### config.mk
export PLATFORM = sky130hd
export DESIGN_NAME = channel_reorder_buffer
export DESIGN_NICKNAME = d
export VERILOG_FILES = /design/src/daq_capture_pkg.sv /design/src/channel_reorder_buffer.sv
export SDC_FILE = /design/constraint.sdc
export NUM_CORES = 2
export LEC_CHECK = 0
export BUFFER_PORTS_ARGS = -buffer_cell sky130_fd_sc_hd__clkbuf_2
export CAP_MARGIN = 10
export CORE_MARGIN = 3
export CORE_UTILIZATION = 56
export CTS_CLUSTER_SIZE = 25
export DETAILED_ROUTE_END_ITERATION = 10
export PLACE_DENSITY = 0.83
export SYNTH_ARGS = -nofsm -noshare
export SYNTH_HDL_FRONTEND = slang
export SYNTH_SLANG_ARGS = --single-unit
### constraint.sdc
create_clock -name avalon_clk -period 26.2 [get_ports avalon_clk]
set_input_delay 3.93 -clock avalon_clk [delete_from_list [all_inputs] [get_ports avalon_clk]]
set_output_delay 3.93 -clock avalon_clk [all_outputs]
set_load 0.1 [all_outputs]
### src/daq_capture_pkg.sv
package daq_capture_pkg;

	////////////////////////////////////////////////////////////
	// Sample side
	////////////////////////////////////////////////////////////

	// One receiver word is one sample
	localparam int SAMPLE_W = 16;

	// Free timestamp counter width
	localparam int TS_W = 16;

	////////////////////////////////////////////////////////////
	// Beat layout
	////////////////////////////////////////////////////////////

	// Samples packed per memory beat
	localparam int WORDS_PER_BEAT = 16;

	// Full beat width on the memory bus
	localparam int BEAT_W = SAMPLE_W * WORDS_PER_BEAT;  // 256 bits

	// Slot index inside a beat
	// Slot 0 holds the first sample in bits [15:0] and later slots fill upward
	localparam int SLOT_W = $clog2(WORDS_PER_BEAT);

	////////////////////////////////////////////////////////////
	// Memory side
	////////////////////////////////////////////////////////////

	localparam int ADDR_W = 25;   // Beat address
	localparam int BURST_W = 5;   // Avalon burstcount field

endpackage

### src/channel_reorder_buffer.sv
`timescale 1ns/1ns

module channel_reorder_buffer #(
	parameter int BURST_LEN = 4,
	parameter int FIFO_DEPTH = 8
) (
	input  logic avalon_clk,
	input  logic rst_n,

	// From the front end
	input  logic sample_valid,
	input  logic [daq_capture_pkg::SAMPLE_W-1:0] sample_data,

	// Scheduler side
	input  logic beat_pop,                                  // Drop head beat
	output logic beat_ready,                                // A full burst waits
	output logic [daq_capture_pkg::BEAT_W-1:0] head_data    // Oldest beat
);

	localparam int SW = daq_capture_pkg::SAMPLE_W;
	localparam int BW = daq_capture_pkg::BEAT_W;
	localparam int SLOT_W = daq_capture_pkg::SLOT_W;
	localparam int PTR_W = (FIFO_DEPTH > 1) ? $clog2(FIFO_DEPTH) : 1;
	localparam int CNT_W = $clog2(FIFO_DEPTH + 1);

	logic [BW-1:0] beat_mem [FIFO_DEPTH];   // Beat queue
	logic [BW-1:0] asm_beat;                // Assembly shift register
	logic [BW-1:0] next_beat;
	logic [SLOT_W-1:0] slot_cnt;            // Samples held in asm_beat
	logic [PTR_W-1:0] wr_ptr;
	logic [PTR_W-1:0] rd_ptr;
	logic [CNT_W-1:0] fill_cnt;             // Beats queued
	logic beat_done;
	logic full;
	logic push;

	// Pointer step with wrap for any depth
	function automatic logic [PTR_W-1:0] ptr_inc(input logic [PTR_W-1:0] ptr);
		logic [PTR_W-1:0] nxt;
		if (ptr == PTR_W'(FIFO_DEPTH - 1)) begin
			nxt = '0;
		end else begin
			nxt = ptr + 1'b1;
		end
		return nxt;
	endfunction

	////////////////////////////////////////////////////////////
	// Beat assembly
	////////////////////////////////////////////////////////////

	// New sample enters at the top so the first one ends in slot 0
	assign next_beat = {sample_data, asm_beat[BW-1:SW]};
	assign beat_done = sample_valid &&
		(slot_cnt == SLOT_W'(daq_capture_pkg::WORDS_PER_BEAT - 1));
	assign full = (fill_cnt == CNT_W'(FIFO_DEPTH));
	assign push = beat_done && !full;   // Overflow beats are lost

	always_ff @(posedge avalon_clk) begin
		if (sample_valid) begin
			asm_beat <= next_beat;
		end
	end

	always_ff @(posedge avalon_clk) begin
		if (!rst_n) begin
			slot_cnt <= '0;
		end else if (beat_done) begin
			slot_cnt <= '0;
		end else if (sample_valid) begin
			slot_cnt <= slot_cnt + 1'b1;
		end
	end

	////////////////////////////////////////////////////////////
	// Beat queue
	////////////////////////////////////////////////////////////

	always_ff @(posedge avalon_clk) begin
		if (push) begin
			beat_mem[wr_ptr] <= next_beat;   // Completed beat
		end
	end

	always_ff @(posedge avalon_clk) begin
		if (!rst_n) begin
			wr_ptr <= '0;
			rd_ptr <= '0;
			fill_cnt <= '0;
		end else begin
			if (push) wr_ptr <= ptr_inc(wr_ptr);
			if (beat_pop) rd_ptr <= ptr_inc(rd_ptr);
			case ({push, beat_pop})
				2'b10: fill_cnt <= fill_cnt + 1'b1;
				2'b01: fill_cnt <= fill_cnt - 1'b1;
				default: fill_cnt <= fill_cnt;   // Idle or both
			endcase
		end
	end

	assign head_data = beat_mem[rd_ptr];                     // Shown ahead of pop
	assign beat_ready = (fill_cnt >= CNT_W'(BURST_LEN));     // Level

	// Scheduler only pops what it saw queued
	pop_not_empty_a: assert property (@(posedge avalon_clk) disable iff (!rst_n)
		beat_pop |-> (fill_cnt != '0));

endmodule

==> metrics <==
mapped cell area=between 0.08 and 0.09 sq mm; fin. max-slew vios=0; FF-to-FF path depth=8; post-route design area=roughly 0.095 sq mm; Initial Utilization=56.50%; clk_skew=0.07542 ns; WL final=183300 um; layout cell share with drive strength beyond 1=a little under two fifths; r2r startpoint=slot_cnt[0]; Remaining DRCs=0; DR pass1 iterations=5; antenna viol nets, final=0; port bufs=around 280; Area after DPL=between 0.08 and 0.09 sq mm; final-report hold violation count=0; Hold Path Class=flop to flop; Pwr per Cell Area=slightly above 80 mW/mm^2; Peak Freq=104.5 MHz; Die W=just under 400 um; Max VDD drop=slightly below 0.00008 V; Hold Path Origin=fill_cnt[3]; total CTS buffers=between 200 and 250; TNS Setup=0 ns; ant diodes=0; total chip power=around 7.7 mW; Vias=approximately 37000; Warnings, synthesis=0; cell accounting for the most synthesized area=edfxtp_1; number of synthesized register bits=~2300; Setup crit end kind=output port; Tcrit/Tclk final=between 30% and 40%; Syn Inst Count=around 3300; die area=~0.16 sq mm; number of global-route vias before repair=between 30000 and 40000; largest net degree at the start of global routing=roughly 150; critical path class=flop to output port; setup ws final=16.63 ns; Synth cell types=31; Max Cap Viol=0; Top Ports=approximately 280; Worst EP required=around 22 ns; sequential share of the synthesized area=between 80 and 90%; Die H=between 300 and 400 um; post-synthesis area per instance=25.82 sq um; Syn Nets=approximately 3300; Hold Crit Depth=2; remaining global-route overflow=0; Clk Latency, worst-skew pair=0.87 ns; Internal=around 5.9 mW; Max Fanout on Critical Path=72; CTS sink cnt=about 2300; unrepaired setup endpoints after global routing=no; first-pass GRT wire length=approximately 270000 um; Routed WL per cell=approximately 31 um; Net Switching=1.795 mW; DP Worst Slack=approximately 17 ns; Iter 0 DRT Violations=between 3000 and 4000; CP Data Arrival Time=between 5 and 6 ns; crit path launch type=flop; Reg power frac=between 50 and 60%; Leak Pwr=29.59 nW; cell types with the largest area share after synthesis=edfxtp_1 (81%), mux4_2 (14%), mux2_2 (3.4%); Slew HR=under 10%; Worst Hold Path EP=fill_cnt[3]; post-CTS sizing=0; measured slew at the worst slew-check pin=roughly 1.4 ns; Nets=3718; Area growth syn-to-layout=12.27%; clock transition at the registers of the reported paths=around 0.070 ns; initial antenna violation count=1; Setup Buffers After CTS=0; area fraction of the dominant cell type after synthesis=slightly above 80%; H-tree Lvls=4; endpoints failing setup=0; CTS tree=built; Clk pwr share=between 30% and 40%; reg2reg setup slack=about 21 ns; crit path time final=~9.6 ns; total track usage=23.88%; Post-DP HPWL=about 90000 um; power share of the combinational group=6.4%; # fillers=9287; hold slack=just under 0.5 ns; Bufs on Longest Clock Path=3; core area=0.1503 sq mm; GP Congestion=roughly 0.73; Rows=about 140; RR Endpoint=beat_mem[7][133]; Sw Ratio=between 20% and 30%; CTS Root Cell=clkbuf_16; Post-CTS Hold Fix Bufs=0; status=finished, final reports clean; vias per cell=between 6 and 7
worst max path at each step:
stage / from / endpoint / slack [ns] / cells after the start
3_3_place_gp: sample_valid / beat_mem[7][103] / 17.35 / 8
5_1_grt: flop / head_data[148] / 16.28 / 6
6_report: flop / head_data[136] / 16.63 / 6
2_1_floorplan: sample_valid / beat_mem[4][0] / 1.94 / 3
3_5_place_dp: sample_valid / beat_mem[7][141] / 17.35 / 8
4_1_cts: flop / head_data[76] / 16.55 / 6
layout make-up:
class / count / area [sq um] / area share [%]
clock buffer: 247 / 5415 / 5.680
clock inverter: 145 / 1454 / 1.525
inverter: 2 / 7.507 / 0.007874
multi-input combinational: 839 / 14960 / 15.69
sequential: 2305 / 69060 / 72.43
tap: 2016 / 2522 / 2.646
timing repair buffer: 331 / 1929 / 2.024
metal layers:
layer  routed length [um]  up-vias  GRT usage [%]
met1                67150    19680          32.10
li1                     -    14930              -
met5                    0        -              0
met4                 5071        0          7.165
met3                16030      295          5.220
met2                95090     1963          39.83
power by group through the flow:
stage               Clock, mW  Sequential [mW]  Combinational (mW)
floorplan                   0             4.19               0.414
global placement            0             4.22               0.489
detailed placement          0             4.22               0.493
CTS                      3.07             4.15               0.499
global route             3.20             4.15               0.513
finish                   3.03             4.14               0.494
logic make-up (layout without fill, tap and decap cells):
group	Yosys count	in the layout	share of synthesized area (%)
buffers and inverters	145	725	1.134
DFF	2305	2305	81.30
adders and majority gates	8	8	0.1179
and+or+nand+nor	40	40	0.2578
muxes	773	773	17.03
AOI/OAI and AO/OA	12	12	0.09134
xor gates and xnor gates	6	6	0.06189
cell usage after synthesis:
master / instances
ha_1: 8
nand2b_1: 2
nand3b_1: 1
or3_1: 2
a21oi_1: 1
buf_6: 53
mux2_2: 256
mux4_2: 512
a21boi_0: 3
dfxtp_1: 17
or2_2: 1
o22ai_1: 2
xnor2_1: 3
buf_1: 30
and2_1: 3
nor2_1: 8
xor2_1: 3
nor3b_1: 6
o21ai_0: 4
clkbuf_1: 43
buf_2: 17
nand2_1: 8
mux2i_1: 5
o21a_1: 1
nor2b_1: 4
nor3_1: 2
nor4b_1: 1
edfxtp_1: 2288
nand4_1: 2
inv_1: 2
a32o_1: 1
registers in the layout (all words and copies together), names as in the netlist, named ones only:
| name | cells |
|---|---|
| asm_beat | 240 |
| beat_mem | 2048 |
| fill_cnt | 4 |
| rd_ptr | 3 |
| slot_cnt | 4 |
| wr_ptr | 3 |
placed cells by master, fill, tap and decap left out, types with 2 or more instances in the layout:
master	n
and2_1	3
nor2_1	6
inv_6	6
mux2_2	256
clkinv_1	48
or3_1	2
nor2_4	2
nand2b_1	2
mux4_2	512
o22ai_1	2
clkinvlp_4	7
mux2i_1	5
clkbuf_16	211
nand4_1	2
clkinv_4	6
inv_1	2
o21ai_0	4
nor3b_2	4
clkbuf_2	275
dfxtp_1	14
bufinv_16	16
ha_1	8
clkinv_16	13
buf_4	45
clkbuf_1	36
dfxtp_4	3
xnor2_1	3
nor3b_1	2
edfxtp_1	2288
nand2_1	8
xor2_1	3
nor3_2	2
clkinv_2	49
a21boi_0	3
nor2b_1	4
buf_12	10
worst max-delay path: stages, from the launching register on:
cell	delay, ns
dfxtp_4	0.93
buf_4	0.77
buf_4	0.97
buf_4	0.75
mux4_2	0.41
mux2_2	0.37
clkbuf_2	0.41
stage by stage:
step,cells,util (%)
floorplan,3289,-
CTS,5885,63.43
finish,5885,63.43
detailed placement,5493,58.86
global placement,5493,58.86
global route,5885,63.43
(Power assumes the default switching activity.)
