### src/daq_capture_pkg.sv
package daq_capture_pkg;

	////////////////////////////////////////////////////////////
	// Sample side
	////////////////////////////////////////////////////////////

	// One receiver word is one sample
	localparam int SAMPLE_W = 16;

	// Free timestamp counter width
	localparam int TS_W = 16;

	////////////////////////////////////////////////////////////
	// Beat layout
	////////////////////////////////////////////////////////////

	// Samples packed per memory beat
	localparam int WORDS_PER_BEAT = 16;

	// Full beat width on the memory bus
	localparam int BEAT_W = SAMPLE_W * WORDS_PER_BEAT;  // 256 bits

	// Slot index inside a beat
	// Slot 0 holds the first sample in bits [15:0] and later slots fill upward
	localparam int SLOT_W = $clog2(WORDS_PER_BEAT);

	////////////////////////////////////////////////////////////
	// Memory side
	////////////////////////////////////////////////////////////

	localparam int ADDR_W = 25;   // Beat address
	localparam int BURST_W = 5;   // Avalon burstcount field

endpackage

### src/sample_front_end.sv
`timescale 1ns/1ns

module sample_front_end #(
	parameter int NUM_CH = 4
) (
	input  logic avalon_clk,
	input  logic rst_n,

	// Receiver lanes, lane 0 in the low word
	input  logic [NUM_CH*daq_capture_pkg::SAMPLE_W-1:0] rx_data,
	input  logic [NUM_CH-1:0] rx_datak,        // Control word flag
	input  logic [NUM_CH-1:0] rx_syncstatus,   // Word alignment locked
	input  logic [daq_capture_pkg::SAMPLE_W-1:0] threshold,

	// To the reorder buffers
	output logic [NUM_CH-1:0] sample_valid,
	output logic [NUM_CH*daq_capture_pkg::SAMPLE_W-1:0] sample_data,

	// Trigger result
	output logic triggering_status,
	output logic [daq_capture_pkg::TS_W-1:0] triggering_time_stamp
);

	localparam int SW = daq_capture_pkg::SAMPLE_W;

	logic [daq_capture_pkg::TS_W-1:0] ts_cnt;   // Free timestamp
	logic [NUM_CH-1:0] accept;                 // Data word on a synced lane
	logic [NUM_CH-1:0] hit;                    // Accepted and above threshold

	////////////////////////////////////////////////////////////
	// Word filter and threshold compare
	////////////////////////////////////////////////////////////

	always_comb begin
		for (int c = 0; c < NUM_CH; c++) begin
			accept[c] = rx_syncstatus[c] & ~rx_datak[c];   // Drop K words and unsynced
			hit[c] = accept[c] && (rx_data[c*SW +: SW] > threshold);   // Unsigned compare
		end
	end

	// Timestamp runs from 0 right after reset release
	always_ff @(posedge avalon_clk) begin
		if (!rst_n) begin
			ts_cnt <= '0;
		end else begin
			ts_cnt <= ts_cnt + 1'b1;   // Wraps
		end
	end

	////////////////////////////////////////////////////////////
	// Sample registers
	////////////////////////////////////////////////////////////

	// One strobe per accepted word
	always_ff @(posedge avalon_clk) begin
		if (!rst_n) begin
			sample_valid <= '0;
		end else begin
			sample_valid <= accept;
		end
	end

	// Data word only loads on acceptance
	always_ff @(posedge avalon_clk) begin
		for (int c = 0; c < NUM_CH; c++) begin
			if (accept[c]) begin
				sample_data[c*SW +: SW] <= rx_data[c*SW +: SW];
			end
		end
	end

	////////////////////////////////////////////////////////////
	// Trigger latch
	////////////////////////////////////////////////////////////

	// First hit wins and holds until reset
	always_ff @(posedge avalon_clk) begin
		if (!rst_n) begin
			triggering_status <= 1'b0;
			triggering_time_stamp <= '0;
		end else if (!triggering_status && (|hit)) begin
			triggering_status <= 1'b1;
			triggering_time_stamp <= ts_cnt;   // Count at the acceptance edge
		end
	end

	// Sticky once set
	trig_sticky_a: assert property (@(posedge avalon_clk) disable iff (!rst_n)
		triggering_status |=> triggering_status);

endmodule

### config.mk
export PLATFORM = sky130hd
export DESIGN_NAME = sample_front_end
export DESIGN_NICKNAME = d
export VERILOG_FILES = /design/src/daq_capture_pkg.sv /design/src/sample_front_end.sv
export SDC_FILE = /design/constraint.sdc
export NUM_CORES = 1
export LEC_CHECK = 0
export BUFFER_PORTS_ARGS = -buffer_cell sky130_fd_sc_hd__buf_2
export CORE_MARGIN = 2
export CORE_UTILIZATION = 54
export CTS_CLUSTER_SIZE = 8
export DETAILED_ROUTE_END_ITERATION = 6
export PLACE_DENSITY = 0.86
export RECOVER_POWER = 50
export SLEW_MARGIN = 15
export SYNTH_ARGS = -nofsm -noshare
export SYNTH_HDL_FRONTEND = slang
export SYNTH_SLANG_ARGS = --single-unit
### constraint.sdc
create_clock -name avalon_clk -period 4.6 [get_ports avalon_clk]
set_clock_uncertainty 0.05 [all_clocks]
set_input_delay 0.46 -clock avalon_clk [delete_from_list [all_inputs] [get_ports avalon_clk]]
set_output_delay 0.46 -clock avalon_clk [all_outputs]
set_load 0.01 [all_outputs]
==> impl_metrics.tcl, run 1 <==
set metrics [dict create \
    htreeDepth 3 \
    cp.required_ns 4.84 \
    grt_max_degree 54 \
    maxCapViolCount 0 \
    slowest_delay_ns 0.90 \
    relSlewSlack_pct 18.8 \
    ir_drop_v 0.000135 \
    status "finished, final reports clean" \
    final_cells 690 \
    synth_cells 395 \
    cp.arrival_ns 3.08 \
    fill_cells 656 \
    routed_wl_mm 12.3 \
    cellPowerDensity_nw_per_um2 320 \
    dpl.cell_count 674 \
    slew_violations 0 \
    syn_nets 550 \
    antenna_left 0 \
    hold_violations 0 \
    ys_warn_count 0 \
    cts_buffer_depth 2 \
    total_power_mw 1.93 \
    drt_iter0_markers 140 \
    avgViaCountPerCell 5.45 \
    p_leak_nw 2.60 \
    dieArea_um2 9790 \
    fin_area_um2 6020 \
    cts-root-buf "clkbuf_8" \
    place_congestion 0.900 \
    final_util_pct 69.0 \
    start_util_pct 55.8 \
    grt_pass1_wl_mm 19.0 \
    syn_area_um2 4870 \
    crit_type "primary input to flip-flop" \
    post_cts_buffers 0 \
    grt_overflow 0 \
    core_area_um2 8720 \
    dp_hpwl_mm 9.76 \
    ctsResizeCount 0 \
    cts_tree "yes" \
    setup_tns_ns 0 \
    wl_per_cell_um 17.8 \
    crit_fanout 18 \
    grt_usage_pct 25.1 \
    syn_area_per_cell_um2 12.3 \
    grt_pass1_vias 3835 \
    rsz0062_at_grt "false" \
    dr.pass1.iters 4 \
    hold_path_class "primary input to flip-flop" \
    synth.top_cell.area_share_pct 39.5 \
    cp-start-kind "primary input" \
    final_layout_size_suffix_gt1_share_pct 24.1 \
    cp_cell_sequence "buf_2 > nor2b_2 > clkbuf_1 > a21boi_0 > o31ai_2 > a41oi_4 > mux2i_1" \
    synth_area_leaders "edfxtp_1 39%, ha_1 17%, dfxtp_1 15%" \
    ys_seq_area_share_pct 54.7 \
    drcViolationCount 0 \
    diodes 0 \
    dpl-instance-area_um2 5880 \
    row_count 34 \
    antenna_found_initial 0 \
    vias 3761 \
    place.port_buffers 174 \
    cts-buffers-inserted 9 \
    worst_slew_pin_slew_ns 1.22 \
    dieWidth_um 99.0 \
    timing.final.crit_share_pct 61.7 \
    crit_slowest_cell "clkbuf_1" \
    fmax_ghz 0.352 \
    crit_family "compound AO/OA/AOI/OAI gates" \
    ios 175 \
    die_y_um 99.0 \
    ys_ff_latch 101 \
    insertion_delay_ns 0.36 \
    timing.critical_path.buf_inv 2 \
    cts_hold_buf 0 \
    clock-sinks 101 \
    area_delta_synth_final_pct 23.6 \
    fin_crit_ns 2.84 \
    clk_pin_slew_ns 0.10 \
    endpoint_kind "flip-flop" \
    synth.distinct_cells 30 \
    yosysTopAreaCell "edfxtp_1" \
    setup_viol 0 \
    fin_nets 732 \
]
==> flip-flops by register name, summed over array words and instances (netlist names) <==
signal / flops
triggering_time_stamp: 16
sample_valid: 4
ts_cnt: 16
sample_data: 64
triggering_status: 1
==> logic make-up after synthesis <==
| kind of cell | share of synthesized area, % |
|---|---|
| simple gates | 12.7 |
| fa+ha+maj | 16.7 |
| mux | 3.29 |
| flops | 54.7 |
| xor+xnor | 2.52 |
| buf+inv | 2.24 |
| compound gates | 7.89 |
==> placed cells by master (no fill, tap or decap), types with 8 or more instances in the layout <==
cell type	synthesis	routed
buf_2	0	113
dfxtp_1	37	37
and2_1	20	20
nand3_1	15	15
xnor2_1	10	10
mux2i_1	16	16
ha_1	65	65
clkbuf_1	6	65
inv_1	20	20
clkbuf_8	0	9
a21oi_1	23	23
nand2_1	44	44
nand4_1	14	14
nor2b_1	11	8
edfxtp_1	64	64
==> power by group <==
group	total [mW]	leakage (nW)	switching [mW]	internal, mW
clock	0.611	0.118	0.312	0.299
combinational	0.293	1.59	0.174	0.119
sequential	1.02	0.900	0.0126	1.01
total	1.93	2.60	0.498	1.43
==> layout make-up <==
class	count	area (µm²)	area share, %
Sequential cell	101	2660	44.3
Multi-Input combinational cell	267	2100	35.0
Timing Repair Buffer	178	810	13.5
Clock buffer	12	199	3.31
Tap cell	108	135	2.25
Inverter	20	75.1	1.25
Clock inverter	4	31.3	0.520
==> through the flow <==
stage	setup WS [ns]	hold slack, ns
6_report	1.76	0.226
4_1_cts	1.94	0.220
2_1_floorplan	2.05	0.383
5_1_grt	1.61	0.213
3_3_place_gp	1.72	0.389
3_5_place_dp	1.56	0.398
==> Yosys cell counts <==
library cell / number
ha_1: 65
edfxtp_1: 64
nand2_1: 44
dfxtp_1: 37
a21oi_1: 23
and2_1: 20
inv_1: 20
mux2i_1: 16
nand3_1: 15
nand4_1: 14
nor2b_1: 11
xnor2_1: 10
clkbuf_1: 6
nor2_1: 5
a21o_1: 4
a221o_1: 4
and3_1: 4
nor4_1: 4
o211ai_1: 4
o21ai_0: 4
o31ai_2: 4
xor2_1: 4
and4_1: 3
a2111oi_0: 2
a21boi_0: 2
a21boi_2: 2
a21oi_2: 1
a41oi_4: 1
buf_6: 1
o21a_1: 1
==> final timing paths <==
check,startpoint,cells past startpoint,slack [ns],to
setup / recovery,rx_syncstatus[0],7,1.76,triggering_time_stamp[8]$_SDFFE_PN0P_
hold / removal,rx_data[43],1,0.23,sample_data[43]$_DFFE_PP_
setup reg to reg,ts_cnt[2]$_SDFF_PN0_,6,2.95,ts_cnt[15]$_SDFF_PN0_
hold reg to reg,triggering_time_stamp[15]$_SDFFE_PN0P_,2,0.41,triggering_time_stamp[15]$_SDFFE_PN0P_
==> per-layer routing <==
layer	share of wire, %	GRT usage (%)	vias to the layer above	wire length, µm
li1	-	-	1812	-
met1	37	28.3	1751	4570
met2	53	45.5	169	6500
met3	7.0	6.03	29	859
met4	3.0	10.3	0	372
met5	0	0	-	0
No activity file was read; power rests on OpenSTA's default activity.
==> run 2, diff against run 1 <==
ABC_AREA = 1   (was not set)
CORE_UTILIZATION = 51   (was 54)
PLACE_DENSITY = 0.81   (was 0.86)
clock period = 2.8 ns   (was 4.6 ns; I/O delays follow)
==> run 2 against run 1 <==
  * Sequential power grew 70%
  * Register-to-register slack lost 1.9 ns
  * Critical path depth grew 4
  * Via count grew 12%
  * Count of clock-buffer cells in the layout is the same
  * Cell count grew 22%
  * Sequential share of layout area shrank 1.2 points
  * Synthesized area grew 4.4%
  * Setup slack lost 1.1 ns
  * Global-route usage shrank 2.0 points
  * Die area grew 10%
  * Largest cell class unchanged
  * Hold slack lost 0.18 ns
==> impl_metrics.tcl, run 2 <==
set metrics [dict create \
    r2r_cells 10 \
    die_y_um 104 \
    setup_tns_ns 0 \
    ys_seq_area_share_pct 52.4 \
    ios 175 \
    crit_start "rx_datak[1]" \
    final_layout_size_suffix_gt1_share_pct 23.7 \
    fmax_ghz 0.473 \
    hold_path_class "primary input to flip-flop" \
    fin_crit_ns 2.11 \
    top_regs "sample_data x64, triggering_time_stamp x16, ts_cnt x16" \
    reg2reg_slack_ns 1.03 \
    grt_max_degree 28 \
    most-common-layout-cells "116 x buf_2, 101 x nand2_1, 65 x ha_1, 65 x clkbuf_1" \
    htreeDepth 3 \
    setup_viol 0 \
    fill_cells 826 \
    start_util_pct 52.2 \
    dpl.cell_count 826 \
    whs_ns 0.0423 \
    p_leak_nw 2.86 \
    synth.top_cell.area_share_pct 37.8 \
    vias 4220 \
    yosys.cell_count.top_type "nand2_1" \
    antenna_left 0 \
    r2r_end "ts_cnt[12]$_SDFF_PN0_" \
    maxCapViolCount 0 \
    final_cells 842 \
    clock-sinks 101 \
    timing.final.crit_share_pct 75.5 \
    wl_per_cell_um 14.6 \
    grt_overflow 0 \
    fin_area_um2 6180 \
    routed_wl_mm 12.3 \
    cp.required_ns 3.06 \
    grt_pass1_vias 4289 \
    syn_area_um2 5080 \
    syn_area_per_cell_um2 9.74 \
    synthArstFlopShare_pct 0 \
    diodes 0 \
    avgViaCountPerCell 5.01 \
    cts_buffer_depth 2 \
    ctsResizeCount 0 \
    layout_commonest_cell "buf_2" \
    area_delta_synth_final_pct 21.6 \
    synth_area_leaders "edfxtp_1 38%, ha_1 16%, dfxtp_1 15%" \
    worst_slew_pin_slew_ns 1.12 \
    syn_nets 677 \
    antenna_found_initial 0 \
    clk_pin_slew_ns 0.10 \
    drcViolationCount 0 \
    dieArea_um2 10800 \
    slew_violations 0 \
    yosysTopAreaCell "edfxtp_1" \
    ys_ff_latch 101 \
    seq_area_um2 2660 \
    synth_cells 522 \
    row_count 36 \
    crit_fanout 17 \
    dr.pass1.iters 4 \
    cellPowerDensity_nw_per_um2 510 \
    reg2reg_from "ts_cnt[0]$_SDFF_PN0_" \
    ir_drop_v 0.000262 \
    dpl-instance-area_um2 6110 \
    multi_input_area_um2 2110 \
    regMostFlops "sample_data" \
    grt_usage_pct 23.2 \
    drt_iter0_markers 202 \
    place_congestion 0.872 \
    insertion_delay_ns 0.37 \
    dieWidth_um 104 \
    status "finished, final reports clean" \
    relSlewSlack_pct 25.2 \
    synth.distinct_cells 27 \
    grt_pass1_wl_mm 19.8 \
    fin_nets 859 \
    post_cts_buffers 0 \
    core_area_um2 9730 \
    synth-edff-count 64 \
    cts-buffers-inserted 9 \
    hold_violations 0 \
    ys.flop_type "edfxtp_1" \
    endpoint_kind "flip-flop" \
    place.port_buffers 174 \
    crit_end "triggering_time_stamp[3]$_SDFFE_PN0P_" \
    largest_register_ffs 64 \
    crit_type "primary input to flip-flop" \
    dp_hpwl_mm 9.89 \
    cp.arrival_ns 2.38 \
    cp-start-kind "primary input" \
    rsz0062_at_grt "false" \
    cts_tree "yes" \
    synth_common_cells "101 x nand2_1, 65 x ha_1, 64 x edfxtp_1, 64 x inv_1, 60 x nor2_1" \
    cts-root-buf "clkbuf_8" \
    cts_hold_buf 0 \
    ys_warn_count 0 \
]
-- run 2: cell count changes after synthesis, moves of 10 or more --
cell,change
nor2b_1,-11
inv_1,+44
a21oi_1,+13
mux2i_1,-16
nand2_1,+57
nor2_1,+55
xnor2_1,-10
and2_1,-20
nor2_2,+22
-- run 2: logic make-up after synthesis --
| kind of cell | share of synthesized area (%) |
|---|---|
| fa+ha+maj | 16.0 |
| buf+inv | 6.06 |
| xor+xnor | 0.172 |
| simple gates | 19.7 |
| compound gates | 5.66 |
| flops | 52.4 |
-- run 2: cell type report --
class                      instances  share of cell area, %
clock inverter                     4                  0.405
clock buffer                      12                   2.19
tap                              133                   2.69
multi-input combinational        344                   34.2
sequential                       101                   43.1
timing repair buffer             178                   13.2
inverter                          70                   4.25
-- run 2: worst max-delay path, cell delays in order --
cell,delay (ns)
buf_2,0.10
nor2_1,0.10
clkbuf_1,0.83
inv_1,0.15
nor2_1,0.15
nand2_1,0.07
nand2_2,0.08
nor2_2,0.06
nor2_4,0.37
nor2_1,0.09
nor2_1,0.10
-- run 2: layer usage --
| metal | vias to the layer above | part of all wire [%] | GRT usage, % |
|---|---|---|---|
| met5 | - | 0 | 0 |
| met4 | 0 | 2.7 | 9.75 |
| met3 | 27 | 6.3 | 4.22 |
| met2 | 173 | 50 | 41.7 |
| met1 | 1931 | 41 | 27.0 |
| li1 | 2089 | - | - |
-- run 2: power breakdown --
| group | internal, mW | leakage [nW] | switching, mW | total, mW |
|---|---|---|---|---|
| registers | 1.69 | 0.903 | 0.0381 | 1.73 |
| logic | 0.235 | 1.87 | 0.373 | 0.607 |
| clock network | 0.324 | 0.0847 | 0.494 | 0.818 |
-- run 2: metrics by stage --
| step | setup WS, ns | total power, mW | util (%) |
|---|---|---|---|
| finish | 0.687 | 3.15 | 63.5 |
| global route | 0.439 | 3.31 | 63.5 |
| CTS | 1.01 | 3.18 | 64.4 |
| detailed placement | 0.620 | 2.38 | 62.8 |
| floorplan | 0.776 | 2.13 | - |
| global placement | 0.667 | 2.35 | 62.8 |
-- run 2: worst min-delay path by stage --
stage                         start                         to  cells past startpoint
4_1_cts                  rx_data[8]   sample_data[8]$_DFFE_PP_                      1
6_report                 rx_data[8]   sample_data[8]$_DFFE_PP_                      1
5_1_grt                 rx_data[11]  sample_data[11]$_DFFE_PP_                      1
2_1_floorplan            rx_data[0]   sample_data[0]$_DFFE_PP_                      0
3_3_place_gp   ts_cnt[0]$_SDFF_PN0_       ts_cnt[0]$_SDFF_PN0_                      1
3_5_place_dp   ts_cnt[0]$_SDFF_PN0_       ts_cnt[0]$_SDFF_PN0_                      1
==> run 3, diff against run 2 <==
CORE_UTILIZATION = 46   (was 51)
PLACE_DENSITY = 0.77   (was 0.81)
clock period = 1.7 ns   (was 2.8 ns; I/O delays follow)
==> run 3 against run 2 <==
  * The run now ends with setup timing left
  * Cell area is 20% higher
  * Utilization is 4.9 points higher
  * Hold slack worse by 0.0037 ns
  * Die area is 10% higher
  * Global-route usage is 1.6 points higher
  * Clock power is 110% higher
  * Combinational power is 120% higher
  * Via count is 15% higher
  * Non-clock buffer count is 85 higher
  * First-iteration DRC count is 35% higher
  * Flip-flop and latch count stayed put
  * Register-to-register slack worse by 1.1 ns
  * Critical path type is now flip-flop to flip-flop
  * Largest power group unchanged
==> impl_metrics.tcl, run 3 (synthesis gave the netlist of run 2 again) <==
set metrics [dict create \
    status "finished, violations left" \
    violations "setup timing" \
    busiest_layer "met2" \
    cts_buffer_depth 2 \
    maxCapViolCount 0 \
    rsz0062_at_grt "true" \
    dp_hpwl_mm 9.97 \
    area_delta_synth_final_pct 45.3 \
    use_met2_pct 43.7 \
    relSlewSlack_pct 18.0 \
    final_layout_size_suffix_gt1_share_pct 29.2 \
    dr.pass1.iters 5 \
    grt_usage_pct 24.8 \
    cp_cell_sequence "ha_4 > nand4_1 > nor2_2 > nand2_2 > nor2_4 > buf_4 > buf_4 > buf_4 > buf_4 > buf_4 > nor2_1 > nor2_1" \
    regMostFlops "sample_data" \
    place.port_buffers 174 \
    avgViaCountPerCell 5.18 \
    dieWidth_um 109 \
    slowest_delay_ns 0.37 \
    fin_nets 945 \
    crit_slowest_cell "dfxtp_4" \
    hold_violations 0 \
    cp.arrival_ns 2.04 \
    combinationalPowerShare_pct 22.6 \
    setup_ws_ns -0.104 \
    endpoint_kind "flip-flop" \
    antenna_left 0 \
    start_util_pct 47.1 \
    use_met1_pct 28.1 \
    layout_commonest_cell "buf_2" \
    core_area_um2 10800 \
    largest_register_ffs 64 \
    crit_type "flip-flop to flip-flop" \
    timing.critical_path.buf_inv 5 \
    dieArea_um2 11900 \
    cts-root-buf "clkbuf_8" \
    place_congestion 0.842 \
    grt_overflow 0 \
    fin_crit_ns 1.80 \
    routed_wl_mm 15.7 \
    intPower_mw 4.25 \
    grt_max_degree 27 \
    ios 175 \
    pre_cts_ws_ns -0.365 \
    clock-sinks 101 \
    slew_violations 0 \
    htreeDepth 3 \
    use_met3_pct 4.36 \
    hold_path_class "primary input to flip-flop" \
    clk_pin_slew_ns 0.10 \
    grt_pass1_vias 4769 \
    sequentialPowerShare_pct 48.1 \
    final_util_pct 68.4 \
    cp-start-kind "flip-flop" \
    swShare_pct 28.8 \
    crit_family "buffers and inverters" \
    cts_tree "yes" \
    top_regs "sample_data x64, triggering_time_stamp x16, ts_cnt x16" \
    fill_cells 793 \
    row_count 38 \
    worst_slew_pin_slew_ns 1.23 \
    drt_iter0_markers 273 \
    insertion_delay_ns 0.39 \
    vias 4840 \
    setup_tns_ns -0.145 \
    diodes 0 \
    crit_fanout 2 \
    fmax_ghz 0.554 \
    cp.required_ns 1.93 \
    power.net_switching_mw 1.72 \
    ir_drop_v 0.000479 \
    whs_ns 0.0385 \
    grt_pass1_wl_mm 22.4 \
    p_clk_share_pct 29.2 \
    p_leak_nw 3.36 \
    cts-buffers-inserted 9 \
    setup_viol 2 \
    timing.final.crit_share_pct 106 \
    cellPowerDensity_nw_per_um2 808 \
    drcViolationCount 0 \
    die_y_um 109 \
    wl_per_cell_um 16.8 \
    antenna_found_initial 0 \
    most-common-layout-cells "112 x buf_2, 92 x nand2_1, 64 x clkbuf_1, 64 x dlygate4sd3_1, 64 x edfxtp_1" \
    cp_common_cell "buf_4" \
]
==> run 3: changes by cell type in the layout (fill, tap and decap cells not counted), sizes merged <==
| cell | previous run | this run |
|---|---|---|
| buf | 116 | 135 |
| clkbuf | 74 | 75 |
| bufinv | 0 | 2 |
| clkinv | 6 | 4 |
| dlygate4sd3 | 0 | 64 |
| nand2 | 107 | 108 |
| inv | 68 | 67 |
| clkinvlp | 0 | 2 |
==> run 3: repair_timing <==
action | in CTS | in global routing
pin swaps | 6 | 20
hold endpoints to repair | 64 | 0
setup buffers | 10 | 6
hold buffers | 64 | 0
gates cloned | 0 | 2
gates resized for setup | 4 | 70
setup endpoints to repair | 1 | 21
==> run 3: path summary, 6_finish.rpt <==
kind / startpoint / endpoint / slack (ns) / depth (start not counted)
hold reg to reg: ts_cnt[12]$_SDFF_PN0_ / ts_cnt[12]$_SDFF_PN0_ / 0.45 / 2
setup / recovery: ts_cnt[0]$_SDFF_PN0_ / ts_cnt[8]$_SDFF_PN0_ / -0.10 / 12
setup reg to reg: ts_cnt[0]$_SDFF_PN0_ / ts_cnt[8]$_SDFF_PN0_ / -0.10 / 12
hold / removal: rx_datak[3] / sample_valid[3]$_SDFF_PN0_ / 0.04 / 4
==> run 3: worst register-to-register path: stages, from the launching register on <==
cell and delay [ns]:
dfxtp_4 0.37, ha_4 0.16, nand4_1 0.12, nor2_2 0.07
nand2_2 0.09, nor2_4 0.05, buf_4 0.13, buf_4 0.12
buf_4 0.12, buf_4 0.12, buf_4 0.12, nor2_1 0.13
nor2_1 0.07
==> run 3: routing by layer <==
metal / wire length, µm / vias to the layer above
li1: - / 2264
met1: 5820 / 2256
met2: 8120 / 262
met3: 1080 / 58
met4: 729 / 0
met5: 0 / -
==> run 3: final cells by class <==
cell class                      count  area [µm²]  share of cell area [%]
Clock inverter                      5        81.3                    1.10
Multi-Input combinational cell    345        2390                    32.4
Clock buffer                       11         141                    1.91
Tap cell                          140         175                    2.37
Timing Repair Buffer              263        1660                    22.5
Sequential cell                   101        2670                    36.1
Inverter                           70         269                    3.64
==> run 3: power by group through the flow <==
stage | combinational (mW) | sequential (mW) | clock [mW]
final | 1.35 | 2.87 | 1.75
after global routing | 1.48 | 2.89 | 1.86
after CTS | 1.16 | 2.85 | 1.73
after detailed placement | 1.03 | 2.91 | 0
after global placement | 0.991 | 2.90 | 0
after floorplan | 0.517 | 2.99 | 0
==> run 3: per-stage QoR <==
| step | instance area (µm²) | instances | total power [mW] |
|---|---|---|---|
| global route | 7390 | 935 | 6.23 |
| finish | 7390 | 935 | 5.97 |
| floorplan | 5090 | 522 | 3.50 |
| detailed placement | 6150 | 837 | 3.94 |
| global placement | 6150 | 837 | 3.89 |
| CTS | 7110 | 927 | 5.74 |
